$ cat config.mk
export PLATFORM = sky130hd
export DESIGN_NAME = conv_acc_top
export DESIGN_NICKNAME = d
export VERILOG_FILES = /design/src/rtl/conv_acc_pkg.sv /design/src/rtl/sp_ram.sv /design/src/rtl/conv_bus_switcher.sv /design/src/rtl/conv_3x3_unit.sv /design/src/rtl/conv_1x1_unit.sv /design/src/rtl/maxpool_unit.sv /design/src/rtl/conv_acc_top.sv
export SDC_FILE = /design/constraint.sdc
export NUM_CORES = 2
export LEC_CHECK = 0
export ABC_AREA = 1
export BUFFER_PORTS_ARGS = -buffer_cell sky130_fd_sc_hd__buf_4
export CAP_MARGIN = 40
export CORE_MARGIN = 10
export CORE_UTILIZATION = 31
export DETAILED_ROUTE_END_ITERATION = 6
export PLACE_DENSITY_LB_ADDON = 0.15
export SKIP_CTS_REPAIR_TIMING = 1
export SYNTH_ARGS = -nofsm -noshare
export SYNTH_HDL_FRONTEND = slang
export SYNTH_SLANG_ARGS = --single-unit
$ cat constraint.sdc
create_clock -name clk -period 19.9 [get_ports clk]
set_clock_uncertainty 0.05 [all_clocks]
set_input_delay 0 -clock clk [delete_from_list [all_inputs] [get_ports clk]]
set_output_delay 0 -clock clk [all_outputs]
set_load 0.03 [all_outputs]
$ cat src/rtl/conv_acc_pkg.sv
package conv_acc_pkg;

  localparam int WORD_W = 16;
  localparam int ADDR_W = 6;
  localparam int MODE_W = 4;
  localparam int BANK_W = 2;

  typedef logic signed [WORD_W-1:0] word_t;
  typedef logic [ADDR_W-1:0]        addr_t;
  typedef logic [MODE_W-1:0]        mode_t;
  typedef logic [BANK_W-1:0]        bank_t;

  // Operating modes, other codes connect nothing
  localparam mode_t MODE_HOST     = 4'd0;
  localparam mode_t MODE_CONV_3X3 = 4'd1;
  localparam mode_t MODE_CONV_1X1 = 4'd2;
  localparam mode_t MODE_MAX_POOL = 4'd3;

  // Host bank select
  localparam bank_t BANK_INPUT  = 2'd0;
  localparam bank_t BANK_WEIGHT = 2'd1;
  localparam bank_t BANK_OUTPUT = 2'd2;
  localparam bank_t BANK_NONE   = 2'd3;

  localparam int FMAP_DIM     = 6;
  localparam int FMAP_SIZE    = FMAP_DIM * FMAP_DIM;
  localparam int CONV_OUT_DIM = 4;
  localparam int POOL_OUT_DIM = 3;
  localparam int KERNEL_DIM   = 3;
  localparam int RAM_DEPTH    = 64;

  // Most negative word, start value of a pooling window
  localparam word_t WORD_MIN = 16'sh8000;

endpackage

$ cat src/rtl/sp_ram.sv
`timescale 1ns/1ps

module sp_ram
  import conv_acc_pkg::*;
(
  input  logic  clk,
  input  logic  rst_n_i,
  input  logic  cs_i,
  input  logic  oe_i,
  input  logic  we_i,
  input  addr_t addr_i,
  input  word_t wdata_i,
  output word_t rdata_o
);

  word_t mem [RAM_DEPTH];

  always_ff @(posedge clk) begin
    if (cs_i && we_i) begin
      mem[addr_i] <= wdata_i;
    end
  end

  // Read word holds until the next read
  always_ff @(posedge clk) begin
    if (!rst_n_i) begin
      rdata_o <= '0;
    end else if (cs_i && oe_i) begin
      rdata_o <= mem[addr_i];
    end
  end

endmodule

$ cat src/rtl/conv_bus_switcher.sv
`timescale 1ns/1ps

module conv_bus_switcher
  import conv_acc_pkg::*;
(
  input  logic  clk,
  input  logic  rst_n_i,
  input  mode_t mode_i,
  input  logic  start_i,
  output logic  done_o,
  output logic  busy_o,
  // Host port
  input  logic  host_cs_i,
  input  logic  host_we_i,
  input  bank_t host_bank_i,
  input  addr_t host_addr_i,
  input  word_t host_wdata_i,
  output word_t host_rdata_o,
  // Toward the RAM banks
  output logic  in_cs_o, in_oe_o, in_we_o,
  output addr_t in_addr_o,
  output word_t in_wdata_o,
  input  word_t in_rdata_i,
  output logic  wt_cs_o, wt_oe_o, wt_we_o,
  output addr_t wt_addr_o,
  output word_t wt_wdata_o,
  input  word_t wt_rdata_i,
  output logic  out_cs_o, out_oe_o, out_we_o,
  output addr_t out_addr_o,
  output word_t out_wdata_o,
  input  word_t out_rdata_i,
  // 3x3 convolution unit
  output logic  c3_start_o,
  input  logic  c3_done_i, c3_busy_i,
  input  logic  c3_in_cs_i, c3_in_oe_i,
  input  addr_t c3_in_addr_i,
  output word_t c3_in_rdata_o,
  input  logic  c3_wt_cs_i, c3_wt_oe_i,
  input  addr_t c3_wt_addr_i,
  output word_t c3_wt_rdata_o,
  input  logic  c3_out_cs_i, c3_out_we_i,
  input  addr_t c3_out_addr_i,
  input  word_t c3_out_wdata_i,
  // 1x1 convolution unit
  output logic  c1_start_o,
  input  logic  c1_done_i, c1_busy_i,
  input  logic  c1_in_cs_i, c1_in_oe_i,
  input  addr_t c1_in_addr_i,
  output word_t c1_in_rdata_o,
  input  logic  c1_wt_cs_i, c1_wt_oe_i,
  input  addr_t c1_wt_addr_i,
  output word_t c1_wt_rdata_o,
  input  logic  c1_out_cs_i, c1_out_we_i,
  input  addr_t c1_out_addr_i,
  input  word_t c1_out_wdata_i,
  // Max pooling unit
  output logic  mp_start_o,
  input  logic  mp_done_i, mp_busy_i,
  input  logic  mp_in_cs_i, mp_in_oe_i,
  input  addr_t mp_in_addr_i,
  output word_t mp_in_rdata_o,
  input  logic  mp_out_cs_i, mp_out_we_i,
  input  addr_t mp_out_addr_i,
  input  word_t mp_out_wdata_i
);

  logic  host_sel, c3_sel, c1_sel, mp_sel;
  logic  host_in_cs, host_wt_cs, host_out_cs;
  bank_t host_bank_q;

  assign host_sel = (mode_i == MODE_HOST);
  assign c3_sel   = (mode_i == MODE_CONV_3X3);
  assign c1_sel   = (mode_i == MODE_CONV_1X1);
  assign mp_sel   = (mode_i == MODE_MAX_POOL);

  assign host_in_cs  = host_sel && host_cs_i && (host_bank_i == BANK_INPUT);
  assign host_wt_cs  = host_sel && host_cs_i && (host_bank_i == BANK_WEIGHT);
  assign host_out_cs = host_sel && host_cs_i && (host_bank_i == BANK_OUTPUT);

  // Start goes only to the selected unit
  assign c3_start_o = start_i && c3_sel;
  assign c1_start_o = start_i && c1_sel;
  assign mp_start_o = start_i && mp_sel;

  assign done_o = (c3_sel && c3_done_i) || (c1_sel && c1_done_i) || (mp_sel && mp_done_i);
  assign busy_o = (c3_sel && c3_busy_i) || (c1_sel && c1_busy_i) || (mp_sel && mp_busy_i);

  // Input bus
  always_comb begin
    c3_in_rdata_o = '0;
    c1_in_rdata_o = '0;
    mp_in_rdata_o = '0;
    in_cs_o       = 1'b0;
    in_oe_o       = 1'b0;
    in_we_o       = 1'b0;
    in_addr_o     = '0;
    in_wdata_o    = '0;
    if (host_sel) begin
      in_cs_o    = host_in_cs;
      in_oe_o    = host_in_cs && !host_we_i;
      in_we_o    = host_in_cs && host_we_i;
      in_addr_o  = host_addr_i;
      in_wdata_o = host_wdata_i;
    end else if (c3_sel) begin
      c3_in_rdata_o = in_rdata_i;
      in_cs_o       = c3_in_cs_i;
      in_oe_o       = c3_in_oe_i;
      in_addr_o     = c3_in_addr_i;
    end else if (c1_sel) begin
      c1_in_rdata_o = in_rdata_i;
      in_cs_o       = c1_in_cs_i;
      in_oe_o       = c1_in_oe_i;
      in_addr_o     = c1_in_addr_i;
    end else if (mp_sel) begin
      mp_in_rdata_o = in_rdata_i;
      in_cs_o       = mp_in_cs_i;
      in_oe_o       = mp_in_oe_i;
      in_addr_o     = mp_in_addr_i;
    end
  end

  // Weight bus, pooling has none
  always_comb begin
    c3_wt_rdata_o = '0;
    c1_wt_rdata_o = '0;
    wt_cs_o       = 1'b0;
    wt_oe_o       = 1'b0;
    wt_we_o       = 1'b0;
    wt_addr_o     = '0;
    wt_wdata_o    = '0;
    if (host_sel) begin
      wt_cs_o    = host_wt_cs;
      wt_oe_o    = host_wt_cs && !host_we_i;
      wt_we_o    = host_wt_cs && host_we_i;
      wt_addr_o  = host_addr_i;
      wt_wdata_o = host_wdata_i;
    end else if (c3_sel) begin
      c3_wt_rdata_o = wt_rdata_i;
      wt_cs_o       = c3_wt_cs_i;
      wt_oe_o       = c3_wt_oe_i;
      wt_addr_o     = c3_wt_addr_i;
    end else if (c1_sel) begin
      c1_wt_rdata_o = wt_rdata_i;
      wt_cs_o       = c1_wt_cs_i;
      wt_oe_o       = c1_wt_oe_i;
      wt_addr_o     = c1_wt_addr_i;
    end
  end

  // Output bus, units only write
  always_comb begin
    out_cs_o    = 1'b0;
    out_oe_o    = 1'b0;
    out_we_o    = 1'b0;
    out_addr_o  = '0;
    out_wdata_o = '0;
    if (host_sel) begin
      out_cs_o    = host_out_cs;
      out_oe_o    = host_out_cs && !host_we_i;
      out_we_o    = host_out_cs && host_we_i;
      out_addr_o  = host_addr_i;
      out_wdata_o = host_wdata_i;
    end else if (c3_sel) begin
      out_cs_o    = c3_out_cs_i;
      out_we_o    = c3_out_we_i;
      out_addr_o  = c3_out_addr_i;
      out_wdata_o = c3_out_wdata_i;
    end else if (c1_sel) begin
      out_cs_o    = c1_out_cs_i;
      out_we_o    = c1_out_we_i;
      out_addr_o  = c1_out_addr_i;
      out_wdata_o = c1_out_wdata_i;
    end else if (mp_sel) begin
      out_cs_o    = mp_out_cs_i;
      out_we_o    = mp_out_we_i;
      out_addr_o  = mp_out_addr_i;
      out_wdata_o = mp_out_wdata_i;
    end
  end

  // Bank of the last host read, data comes back a cycle later
  always_ff @(posedge clk) begin
    if (!rst_n_i) begin
      host_bank_q <= BANK_NONE;
    end else if (host_sel && host_cs_i && !host_we_i) begin
      host_bank_q <= host_bank_i;
    end
  end

  always_comb begin
    case (host_bank_q)
      BANK_INPUT:  host_rdata_o = in_rdata_i;
      BANK_WEIGHT: host_rdata_o = wt_rdata_i;
      BANK_OUTPUT: host_rdata_o = out_rdata_i;
      default:     host_rdata_o = '0;
    endcase
  end

  a_mode_stable: assert property (@(posedge clk) disable iff (!rst_n_i)
    (c3_busy_i || c1_busy_i || mp_busy_i) |-> $stable(mode_i))
    else $error("mode_i changed while a unit was busy");

  a_no_unit_write_in_host: assert property (@(posedge clk) disable iff (!rst_n_i)
    host_sel |-> !(c3_out_we_i || c1_out_we_i || mp_out_we_i))
    else $error("unit wrote the output bank in host mode");

endmodule

$ cat src/rtl/conv_3x3_unit.sv
`timescale 1ns/1ps

module conv_3x3_unit
  import conv_acc_pkg::*;
(
  input  logic  clk,
  input  logic  rst_n_i,
  input  logic  start_i,
  output logic  done_o,
  output logic  busy_o,
  output logic  in_cs_o,
  output logic  in_oe_o,
  output addr_t in_addr_o,
  input  word_t in_rdata_i,
  output logic  wt_cs_o,
  output logic  wt_oe_o,
  output addr_t wt_addr_o,
  input  word_t wt_rdata_i,
  output logic  out_cs_o,
  output logic  out_we_o,
  output addr_t out_addr_o,
  output word_t out_wdata_o
);

  typedef enum logic [2:0] {IDLE, READ, DRAIN, WRITE, DONE} state_t;

  state_t     state;
  logic [1:0] row, col, ki, kj;
  logic       rd_v, data_v;
  word_t      in_q, wt_q, acc;
  logic [3:0] taps;

  always_ff @(posedge clk) begin
    if (!rst_n_i) begin
      state  <= IDLE;
      row    <= '0;
      col    <= '0;
      ki     <= '0;
      kj     <= '0;
      rd_v   <= 1'b0;
      data_v <= 1'b0;
    end else begin
      rd_v   <= (state == READ);
      data_v <= rd_v;
      case (state)
        IDLE: begin
          if (start_i) begin
            state <= READ;
          end
        end
        READ: begin
          if (kj == KERNEL_DIM - 1) begin
            kj <= '0;
            if (ki == KERNEL_DIM - 1) begin
              ki    <= '0;
              state <= DRAIN;
            end else begin
              ki <= ki + 1'b1;
            end
          end else begin
            kj <= kj + 1'b1;
          end
        end
        // Last tap is in acc once the read stage is empty
        DRAIN: begin
          if (!rd_v) begin
            state <= WRITE;
          end
        end
        WRITE: begin
          state <= READ;
          if (col == CONV_OUT_DIM - 1) begin
            col <= '0;
            if (row == CONV_OUT_DIM - 1) begin
              row   <= '0;
              state <= DONE;
            end else begin
              row <= row + 1'b1;
            end
          end else begin
            col <= col + 1'b1;
          end
        end
        default: state <= IDLE;
      endcase
    end
  end

  // Products wrap at the word width
  always_ff @(posedge clk) begin
    in_q <= in_rdata_i;
    wt_q <= wt_rdata_i;
    if (state == IDLE || state == WRITE) begin
      acc  <= '0;
      taps <= '0;
    end else if (data_v) begin
      acc  <= acc + in_q * wt_q;
      taps <= taps + 1'b1;
    end
  end

  assign in_cs_o     = (state == READ);
  assign in_oe_o     = (state == READ);
  assign in_addr_o   = addr_t'((row + ki) * FMAP_DIM + col + kj);
  assign wt_cs_o     = (state == READ);
  assign wt_oe_o     = (state == READ);
  assign wt_addr_o   = addr_t'(ki * KERNEL_DIM + kj);
  assign out_cs_o    = (state == WRITE);
  assign out_we_o    = (state == WRITE);
  assign out_addr_o  = addr_t'(row * CONV_OUT_DIM + col);
  assign out_wdata_o = acc;
  assign done_o      = (state == DONE);
  assign busy_o      = (state != IDLE) && (state != DONE);

  a_write_all_taps: assert property (@(posedge clk) disable iff (!rst_n_i)
    out_we_o |-> (taps == KERNEL_DIM * KERNEL_DIM))
    else $error("output written before all kernel taps were accumulated");

endmodule

$ cat src/rtl/conv_1x1_unit.sv
`timescale 1ns/1ps

module conv_1x1_unit
  import conv_acc_pkg::*;
(
  input  logic  clk,
  input  logic  rst_n_i,
  input  logic  start_i,
  output logic  done_o,
  output logic  busy_o,
  output logic  in_cs_o,
  output logic  in_oe_o,
  output addr_t in_addr_o,
  input  word_t in_rdata_i,
  output logic  wt_cs_o,
  output logic  wt_oe_o,
  output addr_t wt_addr_o,
  input  word_t wt_rdata_i,
  output logic  out_cs_o,
  output logic  out_we_o,
  output addr_t out_addr_o,
  output word_t out_wdata_o
);

  typedef enum logic [2:0] {IDLE, WT_RD, RUN, FLUSH, DONE} state_t;

  state_t state;
  addr_t  rd_idx, wr_idx;
  logic   rd_v, data_v;
  word_t  wt_q, in_q;

  always_ff @(posedge clk) begin
    if (!rst_n_i) begin
      state  <= IDLE;
      rd_idx <= '0;
      wr_idx <= '0;
      rd_v   <= 1'b0;
      data_v <= 1'b0;
    end else begin
      rd_v   <= (state == RUN);
      data_v <= rd_v;
      if (data_v) begin
        wr_idx <= (wr_idx == FMAP_SIZE - 1) ? '0 : wr_idx + 1'b1;
      end
      case (state)
        IDLE: begin
          if (start_i) begin
            state <= WT_RD;
          end
        end
        WT_RD: state <= RUN;
        RUN: begin
          if (rd_idx == FMAP_SIZE - 1) begin
            rd_idx <= '0;
            state  <= FLUSH;
          end else begin
            rd_idx <= rd_idx + 1'b1;
          end
        end
        FLUSH: begin
          if (data_v && wr_idx == FMAP_SIZE - 1) begin
            state <= DONE;
          end
        end
        default: state <= IDLE;
      endcase
    end
  end

  // Weight word arrives with the first input read
  always_ff @(posedge clk) begin
    in_q <= in_rdata_i;
    if (state == RUN && rd_idx == '0) begin
      wt_q <= wt_rdata_i;
    end
  end

  assign wt_cs_o     = (state == WT_RD);
  assign wt_oe_o     = (state == WT_RD);
  assign wt_addr_o   = '0;
  assign in_cs_o     = (state == RUN);
  assign in_oe_o     = (state == RUN);
  assign in_addr_o   = rd_idx;
  assign out_cs_o    = data_v;
  assign out_we_o    = data_v;
  assign out_addr_o  = wr_idx;
  assign out_wdata_o = in_q * wt_q;
  assign done_o      = (state == DONE);
  assign busy_o      = (state != IDLE) && (state != DONE);

endmodule

$ cat src/rtl/maxpool_unit.sv
`timescale 1ns/1ps

module maxpool_unit
  import conv_acc_pkg::*;
(
  input  logic  clk,
  input  logic  rst_n_i,
  input  logic  start_i,
  output logic  done_o,
  output logic  busy_o,
  output logic  in_cs_o,
  output logic  in_oe_o,
  output addr_t in_addr_o,
  input  word_t in_rdata_i,
  output logic  out_cs_o,
  output logic  out_we_o,
  output addr_t out_addr_o,
  output word_t out_wdata_o
);

  typedef enum logic [2:0] {IDLE, READ, DRAIN, WRITE, DONE} state_t;

  state_t     state;
  logic [1:0] row, col, tap;
  logic       rd_v, data_v;
  word_t      in_q, max_q;

  always_ff @(posedge clk) begin
    if (!rst_n_i) begin
      state  <= IDLE;
      row    <= '0;
      col    <= '0;
      tap    <= '0;
      rd_v   <= 1'b0;
      data_v <= 1'b0;
    end else begin
      rd_v   <= (state == READ);
      data_v <= rd_v;
      case (state)
        IDLE: begin
          if (start_i) begin
            state <= READ;
          end
        end
        // Tap wraps back to 0 after the fourth read
        READ: begin
          tap <= tap + 1'b1;
          if (tap == 2'd3) begin
            state <= DRAIN;
          end
        end
        DRAIN: begin
          if (!rd_v) begin
            state <= WRITE;
          end
        end
        WRITE: begin
          state <= READ;
          if (col == POOL_OUT_DIM - 1) begin
            col <= '0;
            if (row == POOL_OUT_DIM - 1) begin
              row   <= '0;
              state <= DONE;
            end else begin
              row <= row + 1'b1;
            end
          end else begin
            col <= col + 1'b1;
          end
        end
        default: state <= IDLE;
      endcase
    end
  end

  always_ff @(posedge clk) begin
    in_q <= in_rdata_i;
    if (state == IDLE || state == WRITE) begin
      max_q <= WORD_MIN;
    end else if (data_v && in_q > max_q) begin
      max_q <= in_q;
    end
  end

  // Window origin is (2r, 2c), tap bits pick the row and column offset
  assign in_addr_o   = addr_t'((2 * row + tap[1]) * FMAP_DIM + 2 * col + tap[0]);
  assign in_cs_o     = (state == READ);
  assign in_oe_o     = (state == READ);
  assign out_cs_o    = (state == WRITE);
  assign out_we_o    = (state == WRITE);
  assign out_addr_o  = addr_t'(row * POOL_OUT_DIM + col);
  assign out_wdata_o = max_q;
  assign done_o      = (state == DONE);
  assign busy_o      = (state != IDLE) && (state != DONE);

endmodule

$ cat src/rtl/conv_acc_top.sv
`timescale 1ns/1ps

module conv_acc_top
  import conv_acc_pkg::*;
(
  input  logic  clk,
  input  logic  rst_n_i,
  input  mode_t mode_i,
  input  logic  start_i,
  output logic  done_o,
  output logic  busy_o,
  input  logic  host_cs_i,
  input  logic  host_we_i,
  input  bank_t host_bank_i,
  input  addr_t host_addr_i,
  input  word_t host_wdata_i,
  output word_t host_rdata_o
);

  // Bank side
  logic  in_cs, in_oe, in_we, wt_cs, wt_oe, wt_we, out_cs, out_oe, out_we;
  addr_t in_addr, wt_addr, out_addr;
  word_t in_wdata, in_rdata, wt_wdata, wt_rdata, out_wdata, out_rdata;

  // Unit side
  logic  c3_start, c3_done, c3_busy, c3_in_cs, c3_in_oe, c3_wt_cs, c3_wt_oe;
  logic  c3_out_cs, c3_out_we;
  addr_t c3_in_addr, c3_wt_addr, c3_out_addr;
  word_t c3_in_rdata, c3_wt_rdata, c3_out_wdata;
  logic  c1_start, c1_done, c1_busy, c1_in_cs, c1_in_oe, c1_wt_cs, c1_wt_oe;
  logic  c1_out_cs, c1_out_we;
  addr_t c1_in_addr, c1_wt_addr, c1_out_addr;
  word_t c1_in_rdata, c1_wt_rdata, c1_out_wdata;
  logic  mp_start, mp_done, mp_busy, mp_in_cs, mp_in_oe, mp_out_cs, mp_out_we;
  addr_t mp_in_addr, mp_out_addr;
  word_t mp_in_rdata, mp_out_wdata;

  sp_ram ram_in (
    .clk(clk), .rst_n_i(rst_n_i), .cs_i(in_cs), .oe_i(in_oe), .we_i(in_we),
    .addr_i(in_addr), .wdata_i(in_wdata), .rdata_o(in_rdata)
  );

  sp_ram ram_wt (
    .clk(clk), .rst_n_i(rst_n_i), .cs_i(wt_cs), .oe_i(wt_oe), .we_i(wt_we),
    .addr_i(wt_addr), .wdata_i(wt_wdata), .rdata_o(wt_rdata)
  );

  sp_ram ram_out (
    .clk(clk), .rst_n_i(rst_n_i), .cs_i(out_cs), .oe_i(out_oe), .we_i(out_we),
    .addr_i(out_addr), .wdata_i(out_wdata), .rdata_o(out_rdata)
  );

  conv_bus_switcher u_switcher (
    .clk(clk), .rst_n_i(rst_n_i), .mode_i(mode_i), .start_i(start_i),
    .done_o(done_o), .busy_o(busy_o),
    .host_cs_i(host_cs_i), .host_we_i(host_we_i), .host_bank_i(host_bank_i),
    .host_addr_i(host_addr_i), .host_wdata_i(host_wdata_i), .host_rdata_o(host_rdata_o),
    .in_cs_o(in_cs), .in_oe_o(in_oe), .in_we_o(in_we), .in_addr_o(in_addr),
    .in_wdata_o(in_wdata), .in_rdata_i(in_rdata),
    .wt_cs_o(wt_cs), .wt_oe_o(wt_oe), .wt_we_o(wt_we), .wt_addr_o(wt_addr),
    .wt_wdata_o(wt_wdata), .wt_rdata_i(wt_rdata),
    .out_cs_o(out_cs), .out_oe_o(out_oe), .out_we_o(out_we), .out_addr_o(out_addr),
    .out_wdata_o(out_wdata), .out_rdata_i(out_rdata),
    .c3_start_o(c3_start), .c3_done_i(c3_done), .c3_busy_i(c3_busy),
    .c3_in_cs_i(c3_in_cs), .c3_in_oe_i(c3_in_oe), .c3_in_addr_i(c3_in_addr),
    .c3_in_rdata_o(c3_in_rdata),
    .c3_wt_cs_i(c3_wt_cs), .c3_wt_oe_i(c3_wt_oe), .c3_wt_addr_i(c3_wt_addr),
    .c3_wt_rdata_o(c3_wt_rdata),
    .c3_out_cs_i(c3_out_cs), .c3_out_we_i(c3_out_we), .c3_out_addr_i(c3_out_addr),
    .c3_out_wdata_i(c3_out_wdata),
    .c1_start_o(c1_start), .c1_done_i(c1_done), .c1_busy_i(c1_busy),
    .c1_in_cs_i(c1_in_cs), .c1_in_oe_i(c1_in_oe), .c1_in_addr_i(c1_in_addr),
    .c1_in_rdata_o(c1_in_rdata),
    .c1_wt_cs_i(c1_wt_cs), .c1_wt_oe_i(c1_wt_oe), .c1_wt_addr_i(c1_wt_addr),
    .c1_wt_rdata_o(c1_wt_rdata),
    .c1_out_cs_i(c1_out_cs), .c1_out_we_i(c1_out_we), .c1_out_addr_i(c1_out_addr),
    .c1_out_wdata_i(c1_out_wdata),
    .mp_start_o(mp_start), .mp_done_i(mp_done), .mp_busy_i(mp_busy),
    .mp_in_cs_i(mp_in_cs), .mp_in_oe_i(mp_in_oe), .mp_in_addr_i(mp_in_addr),
    .mp_in_rdata_o(mp_in_rdata),
    .mp_out_cs_i(mp_out_cs), .mp_out_we_i(mp_out_we), .mp_out_addr_i(mp_out_addr),
    .mp_out_wdata_i(mp_out_wdata)
  );

  conv_3x3_unit u_conv_3x3 (
    .clk(clk), .rst_n_i(rst_n_i), .start_i(c3_start), .done_o(c3_done), .busy_o(c3_busy),
    .in_cs_o(c3_in_cs), .in_oe_o(c3_in_oe), .in_addr_o(c3_in_addr), .in_rdata_i(c3_in_rdata),
    .wt_cs_o(c3_wt_cs), .wt_oe_o(c3_wt_oe), .wt_addr_o(c3_wt_addr), .wt_rdata_i(c3_wt_rdata),
    .out_cs_o(c3_out_cs), .out_we_o(c3_out_we), .out_addr_o(c3_out_addr),
    .out_wdata_o(c3_out_wdata)
  );

  conv_1x1_unit u_conv_1x1 (
    .clk(clk), .rst_n_i(rst_n_i), .start_i(c1_start), .done_o(c1_done), .busy_o(c1_busy),
    .in_cs_o(c1_in_cs), .in_oe_o(c1_in_oe), .in_addr_o(c1_in_addr), .in_rdata_i(c1_in_rdata),
    .wt_cs_o(c1_wt_cs), .wt_oe_o(c1_wt_oe), .wt_addr_o(c1_wt_addr), .wt_rdata_i(c1_wt_rdata),
    .out_cs_o(c1_out_cs), .out_we_o(c1_out_we), .out_addr_o(c1_out_addr),
    .out_wdata_o(c1_out_wdata)
  );

  maxpool_unit u_maxpool (
    .clk(clk), .rst_n_i(rst_n_i), .start_i(mp_start), .done_o(mp_done), .busy_o(mp_busy),
    .in_cs_o(mp_in_cs), .in_oe_o(mp_in_oe), .in_addr_o(mp_in_addr), .in_rdata_i(mp_in_rdata),
    .out_cs_o(mp_out_cs), .out_we_o(mp_out_we), .out_addr_o(mp_out_addr),
    .out_wdata_o(mp_out_wdata)
  );

endmodule

==> flow_metrics.tcl <==
set metrics [dict create \
    dr.pass1.iters 7 \
    hold_start "host_wdata_i[7]" \
    synthesis.area_sq_um 146000 \
    fin_nets 14700 \
    rsz0062_at_grt "no" \
    die_h_um 706 \
    grt_overflow 0 \
    post-route-period-util_pct 33.1 \
    crit_type "reg2reg" \
    vdd_ir_drop_max_v 0.0000682 \
    cts_buffers 379 \
    port_buffers 50 \
    cts_buffer_depth 4 \
    synthArstFlopShare_pct 0 \
    seq_power_share_pct 50.4 \
    internal_power_uw 11500 \
    synth_top_family_by_area "simple AND/OR/NAND/NOR gates" \
    area_growth_pct 14.5 \
    yosys.area.top_type "edfxtp_1" \
    path_cells "nand2_1, fa_1, fa_1, inv_1, fa_1, fa_1, fa_1, inv_1, fa_1, inv_1, ha_1, nand2_1, nor3_1, nand3_1, o2111ai_1, xor2_1, nand2_1, o2111ai_4, buf_4" \
    slew_headroom_pct 29.0 \
    final_cell_mix "nand2_1, edfxtp_1, inv_1" \
    status "complete, no violations" \
    synth_edf_count 3088 \
    vias 99900 \
    hold_viol 0 \
    clock-root-buffer "clkbuf_16" \
    ys_top_cells_by_area "edfxtp_1, nand2_1, dfxtp_1" \
    cp-endpoint "ram_out.mem[9][14]" \
    grt_start_max_net_pins 140 \
    place_congestion 0.826 \
    hold_path.class "in2reg" \
    synthMuxAreaShare_pct 0 \
    drt_iter0_drc 8913 \
    r2r-start "u_conv_1x1.wt_q[1]" \
    die_x_um 706 \
    crit_fanout 64 \
    timing.rr.end "ram_out.mem[9][14]" \
    fin_setup_tns_ns 0 \
    ys_seq_area_share_pct 66.1 \
    reg2regPathDepth 19 \
    synthAdderAreaFrac_pct 3.95 \
    worst-slew-pin-transition_ns 1.07 \
    switchingPower_uw 3460 \
    core_sq_um 468000 \
    worst-path-buf-inv 4 \
    dp_hpwl_um 281000 \
    worst_setup_path_start_kind "register" \
    synth.top_cell.area_share_pct 63.5 \
    critPathRequiredTime_ns 20.47 \
    post_drt_wl_per_cell_um 23.0 \
    rrSetupSlack_ns 13.31 \
    yosys.area_share.simple_pct 22.7 \
    final-setup-viol-count 0 \
    grt_first_pass_wirelength_um 695000 \
    antenna_found_initial 25 \
    yosysWarnings 0 \
    avgSynthCellArea_sq_um 10.2 \
    vias_per_cell 4.79 \
    nFillCells 46900 \
    end_kind "register" \
    p_comb_share_pct 4.7 \
    worstSetupStartpoint "u_conv_1x1.wt_q[1]" \
    cap_viol_max_count 0 \
    top_regs "ram_in.mem x1024, ram_out.mem x1024, ram_wt.mem x1024" \
    die_area_sq_um 499000 \
    start_util_pct 31.2 \
    synth_cells 14300 \
    syn_nets 14600 \
    grt_use_total_pct 18.5 \
    cp_slowest_stage_delay_ns 0.75 \
    htreeDepth 5 \
    yosys.area_share.xor_xnor_pct 0.408 \
    cellLeakagePower_uw 0.0663 \
    cp_slowest_cell "edfxtp_1" \
    cts.sinks 3275 \
    worstPathArrival_ns 7.16 \
    synth_cell_type_count 52 \
    mostFrequentLayoutCell "nand2_1" \
    routed_wl_um 479000 \
    cp_top_family "adder cells" \
    swShare_pct 23.2 \
    crit_path_frequent_cell "fa_1" \
    drc_errors 0 \
    rows 251 \
    drive_gt1_share_pct 7.42 \
    clock_power_share_pct 44.9 \
    synthFlopType "edfxtp_1" \
    synth_compound_area_share_pct 2.79 \
    clock_latency_ns 0.98 \
    cp_num_cells 19 \
    cts_tree "yes" \
    finalPower_uw 14900 \
    grt_pass1_vias 95600 \
    fin_crit_ns 6.59 \
    fmax_mhz 152 \
    slew_viol_final 0 \
    io_pins 51 \
    clkSlewWorstSetupHoldPaths_ns 0.06 \
    power_density_nw_per_um2 89.3 \
    postRouteAntennaNets 0 \
    ys_seq_elements 3275 \
]
[kinds of logic (layout without fill, tap and decap cells)]
family / Yosys count / count (layout)
buffers and inverters: 1432 / 1836
DFF: 3275 / 3275
and+or+nand+nor: 8369 / 8369
xor gates and xnor gates: 68 / 68
adders and majority gates: 352 / 352
AOI/OAI and AO/OA: 760 / 760
other: 0 / 14
[cells in the mapped netlist, types with 4 or more instances]
master / n
a211oi_1: 5
a21oi_1: 415
a221oi_1: 5
a31oi_1: 9
buf_1: 77
buf_2: 395
buf_4: 9
clkbuf_1: 280
clkinv_1: 5
dfxtp_1: 187
edfxtp_1: 3088
fa_1: 182
ha_1: 170
inv_1: 650
inv_2: 15
nand2_1: 6958
nand2_2: 4
nand3_1: 634
nand3_2: 4
nand3b_1: 9
nand4_1: 265
nor2_1: 445
nor2_2: 8
nor2_4: 4
nor3_1: 21
o2111ai_1: 19
o211ai_1: 21
o21a_1: 6
o21ai_0: 201
o21ai_1: 52
o21bai_1: 5
o22ai_1: 4
or2_2: 7
xnor2_1: 29
xor2_1: 39
[routing by layer]
layer	up-vias	share of wire [%]	track usage [%]
li1	47400	-	-
met1	49400	46	26.4
met2	2536	45	29.6
met3	581	5.5	2.75
met4	2	2.7	4.68
met5	-	0.0021	0
[cell type report]
cell class / instances / area [sq um] / area share, %
Tap cell: 6198 / 7750 / 4.64
Multi-Input combinational cell: 9549 / 44000 / 26.4
Clock buffer: 503 / 10300 / 6.16
Inverter: 671 / 2620 / 1.57
Antenna cell: 14 / 35.0 / 0.0210
Clock inverter: 190 / 1440 / 0.861
Timing Repair Buffer: 472 / 4390 / 2.63
Sequential cell: 3275 / 96500 / 57.8
[metrics by stage]
| stage | utilization (%) | hold slack (ns) | instance area (sq um) | instances | setup WS, ns |
|---|---|---|---|---|---|
| global route | 35.7 | 0.0114 | 167000 | 20900 | 13.00 |
| floorplan | - | 0.0951 | 146000 | 14300 | 13.29 |
| CTS | 35.6 | -0.754 | 167000 | 20800 | 13.32 |
| finish | 35.7 | 0.0189 | 167000 | 20900 | 13.31 |
| global placement | 32.9 | 0.274 | 154000 | 20100 | 13.28 |
| detailed placement | 33.1 | 0.271 | 155000 | 20100 | 13.38 |
[worst min-delay path by stage]
stage / end / slack [ns] / cells past startpoint
after floorplan: u_switcher.host_bank_q[1] / 0.1 / 2
after global placement: u_switcher.host_bank_q[1] / 0.27 / 3
after detailed placement: u_switcher.host_bank_q[1] / 0.27 / 3
after CTS: u_switcher.host_bank_q[1] / -0.75 / 3
after global routing: ram_wt.mem[4][7] / 0.01 / 3
final: ram_wt.mem[4][7] / 0.02 / 3
[power by group through the flow]
stage,clock network (uW),logic (uW),registers (uW)
finish,6700,700,7520
CTS,6850,702,7510
floorplan,0,416,7640
global placement,0,693,7660
detailed placement,0,699,7660
global route,7130,772,7510
[tightest hold or removal path, delay by kind of cell]
| kind | cells | cell delay, ns |
|---|---|---|
| buffers and inverters | 2 | 0.45 |
| AND/OR/NAND/NOR | 1 | 0.26 |
No activity file was read; power rests on OpenSTA's default activity.
